File: config.mk
export PLATFORM = sky130hd
export DESIGN_NAME = cache_top
export DESIGN_NICKNAME = d
export VERILOG_FILES = /design/src/logic/cache_pkg.sv /design/src/logic/cache_req_if.sv /design/src/logic/cache_ctrl.sv /design/src/logic/cache_top.sv /design/src/logic/plru_tree.sv /design/src/logic/req_fifo.sv
export SDC_FILE = /design/constraint.sdc
export NUM_CORES = 2
export LEC_CHECK = 0
export BUFFER_PORTS_ARGS = -buffer_cell sky130_fd_sc_hd__buf_2
export CORE_ASPECT_RATIO = 0.5
export CORE_MARGIN = 3
export CORE_UTILIZATION = 63
export DETAILED_ROUTE_END_ITERATION = 7
export PLACE_DENSITY = 0.8
export SKIP_CTS_REPAIR_TIMING = 1
export SYNTH_ARGS = -nofsm -noshare
export SYNTH_HDL_FRONTEND = slang
export SYNTH_SLANG_ARGS = --single-unit
File: constraint.sdc
create_clock -name i_clk -period 13.15 [get_ports i_clk]
set_input_delay 1.315 -clock i_clk [delete_from_list [all_inputs] [get_ports i_clk]]
set_output_delay 1.315 -clock i_clk [all_outputs]
set_load 0.02 [all_outputs]
File: src/logic/cache_pkg.sv
package cache_pkg;

    ////////////////////////////////////////
    // Cache geometry
    ////////////////////////////////////////
    localparam int ADDR_W     = 32;
    localparam int DATA_W     = 32;
    localparam int BE_W       = DATA_W / 8;
    localparam int WAYS       = 4;
    localparam int SETS       = 16;
    localparam int WAY_W      = 2;
    localparam int INDEX_W    = 4;
    localparam int OFFSET_W   = 2;  // Byte offset, ignored
    localparam int TAG_W      = ADDR_W - INDEX_W - OFFSET_W;
    localparam int FIFO_DEPTH = 4;
    localparam int FIFO_PTR_W = $clog2(FIFO_DEPTH);
    localparam int FIFO_CNT_W = $clog2(FIFO_DEPTH + 1);

    typedef logic [ADDR_W-1:0]     addr_t;
    typedef logic [DATA_W-1:0]     data_t;
    typedef logic [BE_W-1:0]       be_t;
    typedef logic [WAY_W-1:0]      way_t;
    typedef logic [INDEX_W-1:0]    index_t;
    typedef logic [TAG_W-1:0]      tag_t;
    typedef logic [WAYS-2:0]       plru_t;      // Tree bits of one set
    typedef logic [FIFO_PTR_W-1:0] fifo_ptr_t;
    typedef logic [FIFO_CNT_W-1:0] fifo_cnt_t;

    typedef enum logic {
        OP_READ  = 1'b0,
        OP_WRITE = 1'b1
    } req_op_e;

    // Encoding 2'b10 is unused
    typedef enum logic [1:0] {
        LINE_MODIFIED  = 2'b00,
        LINE_EXCLUSIVE = 2'b01,
        LINE_INVALID   = 2'b11
    } line_state_e;

    typedef enum logic [2:0] {
        ST_IDLE,
        ST_LOOKUP,
        ST_WRITEBACK,
        ST_REFILL_REQ,
        ST_REFILL_WAIT
    } ctrl_state_e;

endpackage

File: src/logic/cache_req_if.sv
`timescale 1ns/1ps

interface cache_req_if;

    logic               valid;  // Head entry present
    logic               ready;  // Controller takes the head
    cache_pkg::req_op_e op;
    cache_pkg::addr_t   addr;
    cache_pkg::data_t   data;
    cache_pkg::be_t     be;

    // Queue presents the head entry
    modport queue_side (
        output valid, op, addr, data, be,
        input  ready
    );

    modport ctrl_side (
        input  valid, op, addr, data, be,
        output ready
    );

endinterface

File: src/logic/cache_ctrl.sv
`timescale 1ns/1ps

module cache_ctrl (
    input  logic             i_clk,
    input  logic             i_rst_n,
    cache_req_if.ctrl_side   q,
    output logic             o_lookup_valid,
    output logic             o_lookup_hit,
    output logic             o_rsp_valid,
    output cache_pkg::data_t o_rsp_data,
    output logic             o_mem_req_valid,
    input  logic             i_mem_req_ready,
    output logic             o_mem_req_write,
    output cache_pkg::addr_t o_mem_req_addr,
    output cache_pkg::data_t o_mem_req_data,
    input  logic             i_mem_rsp_valid,
    input  cache_pkg::data_t i_mem_rsp_data
);

    cache_pkg::ctrl_state_e state;
    logic                   pop_ready;
    cache_pkg::req_op_e     req_op;     // Request being served
    cache_pkg::addr_t       req_addr;
    cache_pkg::data_t       req_data;
    cache_pkg::be_t         req_be;
    cache_pkg::way_t        victim_q;

    cache_pkg::tag_t        tag_arr   [cache_pkg::SETS][cache_pkg::WAYS];
    cache_pkg::data_t       data_arr  [cache_pkg::SETS][cache_pkg::WAYS];
    cache_pkg::line_state_e state_arr [cache_pkg::SETS][cache_pkg::WAYS];

    cache_pkg::tag_t            req_tag;
    cache_pkg::index_t          req_index;
    logic [cache_pkg::WAYS-1:0] hit_vec;
    logic                       hit;
    cache_pkg::way_t            hit_way;
    cache_pkg::way_t            plru_victim;
    logic                       victim_dirty;
    logic                       line_we;
    cache_pkg::way_t            line_way;
    cache_pkg::data_t           line_data;
    cache_pkg::line_state_e     line_st;
    logic                       touch;

    function automatic cache_pkg::data_t merge_bytes(input cache_pkg::data_t old_word,
                                                     input cache_pkg::data_t new_word,
                                                     input cache_pkg::be_t   be);
        cache_pkg::data_t result;
        result = old_word;
        for (int b = 0; b < cache_pkg::BE_W; b++) begin
            if (be[b]) result[b*8 +: 8] = new_word[b*8 +: 8];
        end
        return result;
    endfunction

    assign req_tag   = req_addr[cache_pkg::ADDR_W-1 -: cache_pkg::TAG_W];
    assign req_index = req_addr[cache_pkg::OFFSET_W +: cache_pkg::INDEX_W];

    ////////////////////////////////////////
    // Tag compare
    ////////////////////////////////////////
    always_comb begin
        hit_vec = '0;
        hit_way = '0;
        for (int w = 0; w < cache_pkg::WAYS; w++) begin
            if (state_arr[req_index][w] != cache_pkg::LINE_INVALID &&
                tag_arr[req_index][w] == req_tag) begin
                hit_vec[w] = 1'b1;
                hit_way    = cache_pkg::way_t'(w);
            end
        end
    end

    assign hit            = |hit_vec;
    assign victim_dirty   = (state_arr[req_index][plru_victim] == cache_pkg::LINE_MODIFIED);
    assign o_lookup_valid = (state == cache_pkg::ST_LOOKUP);
    assign o_lookup_hit   = o_lookup_valid && hit;
    assign q.ready        = pop_ready;

    ////////////////////////////////////////
    // Line update
    ////////////////////////////////////////
    always_comb begin
        line_we   = 1'b0;
        line_way  = victim_q;
        line_data = i_mem_rsp_data;  // Refill by default
        line_st   = cache_pkg::LINE_EXCLUSIVE;
        case (state)
            cache_pkg::ST_LOOKUP: begin
                if (hit && req_op == cache_pkg::OP_WRITE) begin
                    line_we   = 1'b1;
                    line_way  = hit_way;
                    line_data = merge_bytes(data_arr[req_index][hit_way], req_data, req_be);
                    line_st   = cache_pkg::LINE_MODIFIED;
                end else if (!hit && !victim_dirty && req_op == cache_pkg::OP_WRITE) begin
                    line_we   = 1'b1;  // Clean victim is installed at once
                    line_way  = plru_victim;
                    line_data = merge_bytes('0, req_data, req_be);
                    line_st   = cache_pkg::LINE_MODIFIED;
                end
            end
            cache_pkg::ST_WRITEBACK: begin
                if (i_mem_req_ready && req_op == cache_pkg::OP_WRITE) begin
                    line_we   = 1'b1;
                    line_data = merge_bytes('0, req_data, req_be);
                    line_st   = cache_pkg::LINE_MODIFIED;
                end
            end
            cache_pkg::ST_REFILL_WAIT: line_we = i_mem_rsp_valid;
            default: line_we = 1'b0;
        endcase
    end

    assign touch = line_we || o_lookup_hit;

    plru_tree u_plru (
        .i_clk        (i_clk),
        .i_rst_n      (i_rst_n),
        .i_index      (req_index),
        .i_touch      (touch),
        .i_touch_way  (line_we ? line_way : hit_way),
        .o_victim_way (plru_victim)
    );

    always_ff @(posedge i_clk or negedge i_rst_n) begin
        if (!i_rst_n) begin
            for (int s = 0; s < cache_pkg::SETS; s++) begin
                for (int w = 0; w < cache_pkg::WAYS; w++) begin
                    state_arr[s][w] <= cache_pkg::LINE_INVALID;
                end
            end
        end else if (line_we) begin
            state_arr[req_index][line_way] <= line_st;
        end
    end

    always_ff @(posedge i_clk) begin
        if (line_we) begin
            tag_arr[req_index][line_way]  <= req_tag;
            data_arr[req_index][line_way] <= line_data;
        end
    end

    ////////////////////////////////////////
    // Control FSM
    ////////////////////////////////////////
    always_ff @(posedge i_clk or negedge i_rst_n) begin
        if (!i_rst_n) begin
            state           <= cache_pkg::ST_IDLE;
            pop_ready       <= 1'b0;
            o_rsp_valid     <= 1'b0;
            o_mem_req_valid <= 1'b0;
        end else begin
            o_rsp_valid <= 1'b0;
            case (state)
                cache_pkg::ST_IDLE: begin
                    pop_ready <= 1'b1;
                    if (q.valid && pop_ready) begin
                        pop_ready <= 1'b0;
                        state     <= cache_pkg::ST_LOOKUP;
                    end
                end
                cache_pkg::ST_LOOKUP: begin
                    if (hit || (!victim_dirty && req_op == cache_pkg::OP_WRITE)) begin
                        o_rsp_valid <= hit && (req_op == cache_pkg::OP_READ);
                        pop_ready   <= 1'b1;
                        state       <= cache_pkg::ST_IDLE;
                    end else begin
                        o_mem_req_valid <= 1'b1;
                        state <= victim_dirty ? cache_pkg::ST_WRITEBACK : cache_pkg::ST_REFILL_REQ;
                    end
                end
                cache_pkg::ST_WRITEBACK: begin
                    if (i_mem_req_ready && req_op == cache_pkg::OP_READ) begin
                        state <= cache_pkg::ST_REFILL_REQ;  // Read follows the writeback
                    end else if (i_mem_req_ready) begin
                        o_mem_req_valid <= 1'b0;
                        pop_ready       <= 1'b1;
                        state           <= cache_pkg::ST_IDLE;
                    end
                end
                cache_pkg::ST_REFILL_REQ: begin
                    if (i_mem_req_ready) begin
                        o_mem_req_valid <= 1'b0;
                        state           <= cache_pkg::ST_REFILL_WAIT;
                    end
                end
                cache_pkg::ST_REFILL_WAIT: begin
                    if (i_mem_rsp_valid) begin
                        o_rsp_valid <= 1'b1;
                        pop_ready   <= 1'b1;
                        state       <= cache_pkg::ST_IDLE;
                    end
                end
                default: state <= cache_pkg::ST_IDLE;
            endcase
        end
    end

    // Request, response and memory payload
    always_ff @(posedge i_clk) begin
        if (state == cache_pkg::ST_IDLE && q.valid && pop_ready) begin
            req_op   <= q.op;
            req_addr <= q.addr;
            req_data <= q.data;
            req_be   <= q.be;
        end
        if (state == cache_pkg::ST_LOOKUP) begin
            victim_q        <= plru_victim;
            o_rsp_data      <= data_arr[req_index][hit_way];
            o_mem_req_write <= victim_dirty;
            o_mem_req_data  <= data_arr[req_index][plru_victim];
            o_mem_req_addr  <= victim_dirty ?
                {tag_arr[req_index][plru_victim], req_index, {cache_pkg::OFFSET_W{1'b0}}} :
                {req_tag, req_index, {cache_pkg::OFFSET_W{1'b0}}};
        end
        if (state == cache_pkg::ST_WRITEBACK && i_mem_req_ready) begin
            o_mem_req_write <= 1'b0;
            o_mem_req_addr  <= {req_tag, req_index, {cache_pkg::OFFSET_W{1'b0}}};
        end
        if (state == cache_pkg::ST_REFILL_WAIT && i_mem_rsp_valid) begin
            o_rsp_data <= i_mem_rsp_data;
        end
    end

endmodule

File: src/logic/cache_top.sv
`timescale 1ns/1ps

module cache_top (
    input  logic             i_clk,
    input  logic             i_rst_n,
    // Bus requester
    input  logic             i_req_valid,
    output logic             o_req_ready,
    input  logic             i_req_write,
    input  cache_pkg::addr_t i_req_addr,
    input  cache_pkg::data_t i_req_data,
    input  cache_pkg::be_t   i_req_be,
    output logic             o_rsp_valid,
    output cache_pkg::data_t o_rsp_data,
    output logic             o_lookup_valid,
    output logic             o_lookup_hit,
    // Memory port
    output logic             o_mem_req_valid,
    input  logic             i_mem_req_ready,
    output logic             o_mem_req_write,
    output cache_pkg::addr_t o_mem_req_addr,
    output cache_pkg::data_t o_mem_req_data,
    input  logic             i_mem_rsp_valid,
    input  cache_pkg::data_t i_mem_rsp_data
);

    cache_req_if req_if ();  // Queue head to controller

    req_fifo u_fifo (
        .i_clk   (i_clk),
        .i_rst_n (i_rst_n),
        .i_valid (i_req_valid),
        .o_ready (o_req_ready),
        .i_write (i_req_write),
        .i_addr  (i_req_addr),
        .i_data  (i_req_data),
        .i_be    (i_req_be),
        .q       (req_if)
    );

    cache_ctrl u_ctrl (
        .i_clk           (i_clk),
        .i_rst_n         (i_rst_n),
        .q               (req_if),
        .o_lookup_valid  (o_lookup_valid),
        .o_lookup_hit    (o_lookup_hit),
        .o_rsp_valid     (o_rsp_valid),
        .o_rsp_data      (o_rsp_data),
        .o_mem_req_valid (o_mem_req_valid),
        .i_mem_req_ready (i_mem_req_ready),
        .o_mem_req_write (o_mem_req_write),
        .o_mem_req_addr  (o_mem_req_addr),
        .o_mem_req_data  (o_mem_req_data),
        .i_mem_rsp_valid (i_mem_rsp_valid),
        .i_mem_rsp_data  (i_mem_rsp_data)
    );

endmodule

File: src/logic/plru_tree.sv
`timescale 1ns/1ps

module plru_tree (
    input  logic              i_clk,
    input  logic              i_rst_n,
    input  cache_pkg::index_t i_index,
    input  logic              i_touch,
    input  cache_pkg::way_t   i_touch_way,
    output cache_pkg::way_t   o_victim_way
);

    cache_pkg::plru_t plru_bits [cache_pkg::SETS];
    cache_pkg::plru_t cur_bits;
    cache_pkg::plru_t new_bits;

    assign cur_bits = plru_bits[i_index];

    // Root picks the half, then that half's bit picks the way
    assign o_victim_way = cur_bits[0] ? {1'b1, cur_bits[2]} : {1'b0, cur_bits[1]};

    // Point every bit on the path away from the touched way
    always_comb begin
        new_bits    = cur_bits;
        new_bits[0] = ~i_touch_way[1];
        if (i_touch_way[1]) begin
            new_bits[2] = ~i_touch_way[0];  // Ways 2-3
        end else begin
            new_bits[1] = ~i_touch_way[0];  // Ways 0-1
        end
    end

    always_ff @(posedge i_clk or negedge i_rst_n) begin
        if (!i_rst_n) begin
            for (int s = 0; s < cache_pkg::SETS; s++) begin
                plru_bits[s] <= '0;
            end
        end else if (i_touch) begin
            plru_bits[i_index] <= new_bits;
        end
    end

endmodule

File: src/logic/req_fifo.sv
`timescale 1ns/1ps

module req_fifo (
    input  logic                i_clk,
    input  logic                i_rst_n,
    input  logic                i_valid,
    output logic                o_ready,
    input  logic                i_write,
    input  cache_pkg::addr_t    i_addr,
    input  cache_pkg::data_t    i_data,
    input  cache_pkg::be_t      i_be,
    cache_req_if.queue_side     q
);

    cache_pkg::req_op_e   op_mem   [cache_pkg::FIFO_DEPTH];
    cache_pkg::addr_t     addr_mem [cache_pkg::FIFO_DEPTH];
    cache_pkg::data_t     data_mem [cache_pkg::FIFO_DEPTH];
    cache_pkg::be_t       be_mem   [cache_pkg::FIFO_DEPTH];

    cache_pkg::fifo_ptr_t wr_ptr;
    cache_pkg::fifo_ptr_t rd_ptr;
    cache_pkg::fifo_cnt_t count;
    logic                 push;
    logic                 pop;

    assign o_ready = (count != cache_pkg::fifo_cnt_t'(cache_pkg::FIFO_DEPTH));
    assign q.valid = (count != '0);
    assign push    = i_valid && o_ready;
    assign pop     = q.valid && q.ready;

    // Head entry straight from storage
    assign q.op   = op_mem[rd_ptr];
    assign q.addr = addr_mem[rd_ptr];
    assign q.data = data_mem[rd_ptr];
    assign q.be   = be_mem[rd_ptr];

    always_ff @(posedge i_clk) begin
        if (push) begin
            op_mem[wr_ptr]   <= i_write ? cache_pkg::OP_WRITE : cache_pkg::OP_READ;
            addr_mem[wr_ptr] <= i_addr;
            data_mem[wr_ptr] <= i_data;
            be_mem[wr_ptr]   <= i_be;
        end
    end

    always_ff @(posedge i_clk or negedge i_rst_n) begin
        if (!i_rst_n) begin
            wr_ptr <= '0;
            rd_ptr <= '0;
            count  <= '0;
        end else begin
            if (push) wr_ptr <= wr_ptr + 1'b1;  // Depth is a power of two
            if (pop) rd_ptr <= rd_ptr + 1'b1;
            case ({push, pop})
                2'b10:   count <= count + 1'b1;
                2'b01:   count <= count - 1'b1;
                default: count <= count;
            endcase
        end
    end

endmodule

== Word level (Yosys, flattened, before mapping) ==
Memories as Yosys holds them, arrays and structs flattened. A register that Yosys moved wholly into a read port is not among the register bits.
Cells that the tools add are included.
Storage, ports and cells
  bits in registers: 288
  memory bits (writable): 3988
  input bits: 106
  output and inout port bits: 102
  word-level logic and storage cells: 272
  memories: 6
Operators by class
  add/sub/neg operators: 4
  $lt $le $gt $ge: 6
  eq/ne operators: 23
  multiplexer cells: 97
  bitwise operators: 7
  reduce and logical (&&, ||, !) cells: 36
Memories
  u_ctrl.data_arr: words 16, width 128, read ports 1, clocked after Yosys merged registers in 0, wr ports 1, line cache_ctrl.sv:29  | cache_pkg::data_t data_arr [cache_pkg::SETS][cache_pkg::WAYS];
  u_ctrl.tag_arr: words 16, width 104, read ports 1, clocked after Yosys merged registers in 0, wr ports 1, line cache_ctrl.sv:28  | cache_pkg::tag_t tag_arr [cache_pkg::SETS][cache_pkg::WAYS];
  u_fifo.addr_mem: words 4, width 32, read ports 1, clocked after Yosys merged registers in 1, wr ports 1, line req_fifo.sv:16  | cache_pkg::addr_t addr_mem [cache_pkg::FIFO_DEPTH];
  u_fifo.data_mem: words 4, width 32, read ports 1, clocked after Yosys merged registers in 1, wr ports 1, line req_fifo.sv:17  | cache_pkg::data_t data_mem [cache_pkg::FIFO_DEPTH];
  u_fifo.be_mem: words 4, width 4, read ports 1, clocked after Yosys merged registers in 1, wr ports 1, line req_fifo.sv:18  | cache_pkg::be_t be_mem [cache_pkg::FIFO_DEPTH];
  u_fifo.op_mem: words 4, width 1, read ports 1, clocked after Yosys merged registers in 1, wr ports 1, line req_fifo.sv:15  | cache_pkg::req_op_e op_mem [cache_pkg::FIFO_DEPTH];
Operator list (count)
  32-bit 2-to-1 mux: 13
  32-bit binary-select mux with 2-bit select: 2
  128-bit bitwise mux: 1
  128-bit 2-to-1 mux: 1
  26-bit equality test: 4
  104-bit 2-to-1 mux: 1
  8-bit 2-to-1 mux: 11
  26-bit 2-to-1 mux: 3
  32-bit demux with 2-bit select: 1
  32-bit case mux with 2 select lines: 1
  26-bit binary-select mux with 2-bit select: 1
  26-bit demux with 2-bit select: 1
  48-bit bitwise mux: 1
  8-bit binary-select mux with 4-bit select: 1
  8-bit demux with 4-bit select: 1
  1-bit 2-to-1 mux: 27
  3-bit 2-to-1 mux: 9
  2-bit 2-to-1 mux: 11
  2-bit inequality test (second input constant): 11
  1-bit logical AND: 20
  3-bit case mux with 5 select lines: 1
  3-bit binary-select mux with 4-bit select: 1
  3-bit demux with 4-bit select: 1
  3-bit >= comparator (second input constant): 3
  34 further kinds: 46

== Logic depth before layout (Yosys ltp) ==
  depth after elaboration: 24
  mapped depth: 23
  depth with buffers taken out: 12

== By module ==
Synthesis repeated with hierarchy kept, for this count alone.
Second synthesis, totals
  cells, all modules: 8055
  area total of the unflattened synthesis: 171942.4 um2
By module, submodules not included
  cache_ctrl: instances 1, cells each 7468, area an instance 159161.4 um2
  req_fifo: instances 1, cells each 398, area an instance 10362.4 um2
  plru_tree: instances 1, cells each 189, area an instance 2418.6 um2

== Least setup slack after synthesis ==
OpenSTA, ideal clock, no wires.
  kind: reg2reg
  start point: reg u_ctrl.req_addr[31] (read register of u_fifo.addr_mem)
  end point: reg u_ctrl.state_arr[122] in the netlist's numbering
  library setup time: 0.086 ns
  arrival time: 10.504 ns
  data required time: 13.064 ns
  slack: 2.559 ns
  cell stages (with the launch flop): 16
  buffers on the path: 3
  path through: edfxtp_1 clkbuf_1 clkinv_1 xnor2_1 a2111oi_0 o22ai_1 a211oi_1 nand4_1 or4_4 buf_6 nand2_2 o32a_1 buf_6 o21ai_2 nor4_1 mux2_2
On the way
  longest elaborated chain between the ends: 18
Ends and longest elaborated chain
  start: declaration: line cache_ctrl.sv:23  | cache_pkg::addr_t req_addr;
  26-bit equality test: line cache_ctrl.sv:67  | tag_arr[req_index][w] == req_tag) begin
  1-bit logical AND: line cache_ctrl.sv:66  | if (state_arr[req_index][w] != cache_pkg::LINE_INVALID &&
  1-bit 2-to-1 mux: line cache_ctrl.sv:66
  4-bit OR reduction: line cache_ctrl.sv:74  | assign hit = |hit_vec;
  1-bit zero test: line cache_ctrl.sv:95  | end else if (!hit && !victim_dirty && req_op == cache_pkg::OP_WRITE) begin
  1-bit logical AND (2 in series): line cache_ctrl.sv:95
  2-bit 2-to-1 mux: line cache_ctrl.sv:95
  2-bit 2-to-1 mux: line cache_ctrl.sv:90  | if (hit && req_op == cache_pkg::OP_WRITE) begin
  2-bit 2-to-1 mux: line cache_ctrl.sv:88  | case (state)
  2-bit inverter with 3-bit output (not written as such): line cache_ctrl.sv:133  | state_arr[req_index][line_way] <= line_st;
  3-bit >= comparator (not written as such) or 3-bit by 1-bit less-than comparator with 1-bit output (tied branches): line cache_ctrl.sv:133
  1-bit logical AND (not written as such): line cache_ctrl.sv:133
  2-bit 2-to-1 mux (not written as such): line cache_ctrl.sv:133
  2-bit demux with 2-bit select: line cache_ctrl.sv:133
  8-bit 2-to-1 mux (not written as such): line cache_ctrl.sv:133
  8-bit demux with 4-bit select: line cache_ctrl.sv:133
  128-bit bitwise mux: line cache_ctrl.sv:133
  end signal: indexed assignment: line cache_ctrl.sv:129  | state_arr[s][w] <= cache_pkg::LINE_INVALID;
  end signal: indexed assignment: line cache_ctrl.sv:133
  end: declaration: line cache_ctrl.sv:30  | cache_pkg::line_state_e state_arr [cache_pkg::SETS][cache_pkg::WAYS];
Parallel ways exist; a longest one is shown, timed or not.
A chain may end at the register's enable or synchronous reset.

== Worst setup path in the final report ==
  start point: reg u_ctrl.req_addr[3] (read register of u_fifo.addr_mem)
  end point: reg u_ctrl.state_arr[94] in the netlist's numbering
On the way
  longest elaborated chain between the ends: 24
Ends and longest elaborated chain
  4-bit inverter with 5-bit output (not written as such)
  3-bit binary-select mux with 4-bit select: line plru_tree.sv:16  | assign cur_bits = plru_bits[i_index];
  3-bit 2-to-1 mux (not written as such) (2 in series): line plru_tree.sv:16
  2-bit 2-to-1 mux: line plru_tree.sv:19  | assign o_victim_way = cur_bits[0] ? {1'b1, cur_bits[2]} : {1'b0, cur_bits[1]};
  2-bit inverter with 3-bit output (not written as such): line cache_ctrl.sv:75  | assign victim_dirty = (state_arr[req_index][plru_victim] == cache_pkg::LINE_MODIFIED);
  2-bit binary-select mux with 2-bit select: line cache_ctrl.sv:75
  2-bit 2-to-1 mux (not written as such) (2 in series): line cache_ctrl.sv:75
  2-bit zero test: line cache_ctrl.sv:75
  [6 not listed]
  2-bit inverter with 3-bit output (not written as such): line cache_ctrl.sv:133
  3-bit >= comparator (not written as such) or 3-bit by 1-bit less-than comparator with 1-bit output (tied branches): line cache_ctrl.sv:133
  1-bit logical AND (not written as such): line cache_ctrl.sv:133
  2-bit 2-to-1 mux (not written as such): line cache_ctrl.sv:133
  2-bit demux with 2-bit select: line cache_ctrl.sv:133
  8-bit 2-to-1 mux (not written as such): line cache_ctrl.sv:133
  8-bit demux with 4-bit select: line cache_ctrl.sv:133
  128-bit bitwise mux: line cache_ctrl.sv:133
Parallel ways exist; a longest one is shown, timed or not. The select of a mux whose other input is x is not followed.

==> results.sh <==
export IMPL_r2r_cells=16
export IMPL_fin_crit_sh_pct=72.56
export IMPL_crit_path_start_kind="flip-flop"
export IMPL_crit_family="simple AND/OR/NAND/NOR gates"
export IMPL_final_cells=12320
export IMPL_required_ns=14.01
export IMPL_ys_seq_area_share_pct=74.87
export IMPL_hold_viol=0
export IMPL_cpPeakStageDelay_ns=1.16
export IMPL_die_w_um=746.5
export IMPL_hpwl_mm=267.2
export IMPL_worst_clock_skew_ns=0.09863
export IMPL_synth_seq_cells=4333
export IMPL_syn_area_um2=172700
export IMPL_drt_total_wl_mm=509.8
export IMPL_cp_startpoint="u_ctrl.req_addr[3]$_DFFE_PP_"
export IMPL_status="finished with violations"
export IMPL_fin_nets=8499
export IMPL_rows=135
export IMPL_regToRegSetupSlack_ns=3.61
export IMPL_crit_slowest_cell="nor3_4"
export IMPL_grt_max_degree=136
export IMPL_crit_path_end_kind="flip-flop"
export IMPL_ys_top_cells_by_area="edfxtp_1 (72%), mux4_2 (15%), mux2i_1 (2.6%), dfstp_2 (1.9%), mux2_2 (1.0%)"
export IMPL_dieArea_um2=280900
export IMPL_crit_chain="buf_4, buf_12, buf_12, mux4_2, mux2_2, nor2_1, a21oi_1, xnor2_1, a2111oi_0, nand4_1, o2111ai_2, o31ai_2, or2_2, nor3_4, buf_4, mux2_2"
export IMPL_antenna_found_initial=22
export IMPL_synth_xor_area_share_pct=0.7150
export IMPL_root_buffer="clkbuf_16"
export IMPL_die_height_um=376.2
export IMPL_area_growth_pct=10.26
export IMPL_synth_cell_type_count=95
export IMPL_leakage_nw=61.47
export IMPL_multi_input_area_um2=41230
export IMPL_cts_sinks=4333
export IMPL_pwr_density_cell_nw_per_um2=232.0
export IMPL_timing_rr_start="u_ctrl.req_addr[3]$_DFFE_PP_"
export IMPL_fin_crit_ns=9.542
export IMPL_path_class="flip-flop to flip-flop"
export IMPL_worstPathBufferInverterCount=4
export IMPL_rsz0062_at_grt="false"
export IMPL_first_global_vias=91580
export IMPL_firstDrtPassIters=8
export IMPL_yosysWarnings=0
export IMPL_synthMuxAreaShare_pct=18.38
export IMPL_clkLatencyLatePin_ns=0.96
export IMPL_tightest_slew_ns=1.340
export IMPL_grt_pass1_wl_mm=707.6
export IMPL_viasPerCell=7.553
export IMPL_ff_latch_area_um2=129300
export IMPL_htreeDepth=5
export IMPL_fill_cells=14960
export IMPL_synth_top_area_cell="edfxtp_1"
export IMPL_min_path_type="input port to asynchronous set/reset pin"
export IMPL_track_usage_pct=36.37
export IMPL_cts_max_path_buffers=4
export IMPL_avgSynthCellArea_um2=21.61
export IMPL_cap_violations=0
export IMPL_synth_edff_count=4143
export IMPL_drive_gt1_share_pct=29.38
export IMPL_dp_cells=11650
export IMPL_io_buffer_count=203
export IMPL_synth_flop_cell="edfxtp_1"
export IMPL_post_drt_wl_per_cell_um=41.39
export IMPL_drc=1
export IMPL_netlist_area_leader_share_pct=72.03
export IMPL_dp_worst_setup_slack_ns=4.264
export IMPL_ios=208
export IMPL_place_gp_congestion=0.9290
export IMPL_rr_endpoint="u_ctrl.state_arr[94]$_DFFE_PN1P_"
export IMPL_synth_simple_gate_area_share_pct=2.358
export IMPL_start_util_pct=63.55
export IMPL_violations="design-rule violations"
export IMPL_cts_made_buffers=358
export IMPL_async_reset_ff_share_pct=4.362
export IMPL_setup_viol=0
export IMPL_vias=93030
export IMPL_ant_nets=0
export IMPL_path_clk_slew_ns=0.07
export IMPL_fin_ws_ns=3.608
export IMPL_fmax_ghz=0.1048
export IMPL_syn_inst=7993
export IMPL_slew_headroom_pct=10.36
export IMPL_synth_top_family_by_area="multiplexers"
export IMPL_core_area_um2=271800
export IMPL_setup_tns_final_ns=0
export IMPL_critPathMaxFanout=108
export IMPL_ir_drop_mv=0.2956
export IMPL_grt_overflow_total=0
export IMPL_slew_violations=0
export IMPL_arrival_ns=10.40
export IMPL_first_iter_violations=17750
export IMPL_p_total_w=0.04419
export IMPL_synth_adder_area_share_pct=0.04781
export IMPL_cts_tree="yes"
export IMPL_synth_compound_gate_area_share_pct=2.145
## cells by family after synthesis
kind of cell,Yosys count
compound gates,542
mux,1749
xor+xnor,141
fa+ha+maj,6
flops,4333
other cells,1
simple gates,709
buf+inv,512
## where the power goes
part,internal [W],switching (W)
Sequential,0.0174,0.000463
Clock,0.00582,0.00503
Combinational,0.00547,0.0100
## synthesized netlist by cell type (28+ instances only)
master and n:
o21ai_0 68, nor2b_1 104, mux4_2 1119, a22oi_1 83, xor2_1 45, mux2_1 30
buf_2 76, a21oi_1 139, buf_6 45, dfstp_2 128, buf_4 49, mux2_2 155
nor3_1 42, edfxtp_1 4143, dfrtp_1 61, clkbuf_1 213, mux2i_1 445, nor4_4 28
nor2_1 150, inv_1 28, a211oi_1 54, o22ai_1 29, o211ai_1 42, xnor2_1 96
buf_1 91, nand2_1 228
## state kept, by name, indices dropped and copies added, names as in the netlist, 2 cells and up
name,count
u_ctrl.victim_q,2
u_fifo.addr_mem,120
u_ctrl.u_plru.plru_bits,48
u_ctrl.req_addr,30
u_fifo.wr_ptr,2
u_ctrl.state,3
u_fifo.count,3
u_fifo.data_mem,128
u_ctrl.req_data,32
u_fifo.be_mem,16
u_fifo.rd_ptr,2
u_ctrl.data_arr,2048
u_fifo.op_mem,4
u_ctrl.o_mem_req_addr,30
u_ctrl.o_mem_req_data,32
u_ctrl.req_be,4
u_ctrl.tag_arr,1664
u_ctrl.state_arr,128
u_ctrl.o_rsp_data,32
## layer usage
| metal | global-route usage [%] | up-vias | part of all wire (%) |
|---|---|---|---|
| met5 | 0.4758 | - | 0.054 |
| met4 | 20.11 | 14 | 6.8 |
| met3 | 11.74 | 1835 | 16 |
| met2 | 53.97 | 9338 | 45 |
| met1 | 48.67 | 47700 | 33 |
| li1 | - | 34150 | - |
## layout make-up
class | instances | share of cell area (%)
multi-input cells | 3149 | 21.65
flip-flops and latches | 4333 | 67.91
clock inverters | 190 | 1.024
diodes | 14 | 0.01840
repair buffers | 509 | 1.910
clock buffers | 456 | 5.027
inverters | 36 | 0.08015
well taps | 3630 | 2.385
## worst max-delay path by stage
stage,endpoint,slack [ns],cells after the start
2_1_floorplan,u_ctrl.state_arr[122]$_DFFE_PN1P_,2.56,15
3_3_place_gp,u_ctrl.data_arr[0][105]$_DFFE_PP_,4.34,15
3_5_place_dp,u_ctrl.state_arr[94]$_DFFE_PN1P_,4.26,16
4_1_cts,u_ctrl.state_arr[94]$_DFFE_PN1P_,4.18,16
5_1_grt,u_ctrl.state_arr[94]$_DFFE_PN1P_,3.53,16
6_report,u_ctrl.state_arr[94]$_DFFE_PN1P_,3.61,16
## cells in the final DEF, fill, tap and decap left out, types with 29 or more instances in the layout
| master | count |
|---|---|
| a211oi_1 | 54 |
| a21oi_1 | 138 |
| a22oi_1 | 83 |
| buf_2 | 202 |
| buf_4 | 283 |
| bufinv_16 | 32 |
| clkbuf_1 | 79 |
| clkbuf_16 | 363 |
| clkinv_1 | 65 |
| clkinv_2 | 64 |
| dfrtp_1 | 59 |
| dfstp_2 | 128 |
| edfxtp_1 | 4143 |
| mux2_1 | 30 |
| mux2_2 | 155 |
| mux2i_1 | 444 |
| mux4_2 | 1116 |
| nand2_1 | 226 |
| nor2_1 | 147 |
| nor2b_1 | 101 |
| nor3_1 | 42 |
| nor3_4 | 30 |
| nor4_4 | 31 |
| o211ai_1 | 42 |
| o21ai_0 | 63 |
| o22ai_1 | 29 |
| xnor2_1 | 96 |
| xor2_1 | 45 |
## metrics by stage
stage | hold slack, ns | instance area [µm²] | util (%)
2_1_floorplan | 0.4244 | 172700 | -
3_5_place_dp | 0.4717 | 178800 | 65.77
4_1_cts | 0.4646 | 190300 | 70.01
5_1_grt | 0.4890 | 190400 | 70.07
3_3_place_gp | 0.4703 | 178800 | 65.77
6_report | 0.4616 | 190400 | 70.07
## worst reg2reg max path, stage by stage (launching register included)
cell       delay, ns
edfxtp_1        0.44
buf_4           0.38
buf_12          0.45
buf_12          0.78
mux4_2          0.81
mux2_2          0.32
nor2_1          0.10
a21oi_1         0.09
xnor2_1         0.19
a2111oi_0       0.61
nand4_1         0.96
o2111ai_2       0.84
o31ai_2         0.32
or2_2           0.67
nor3_4          1.17
buf_4           0.87
mux2_2          0.46
(Power assumes the default switching activity.)
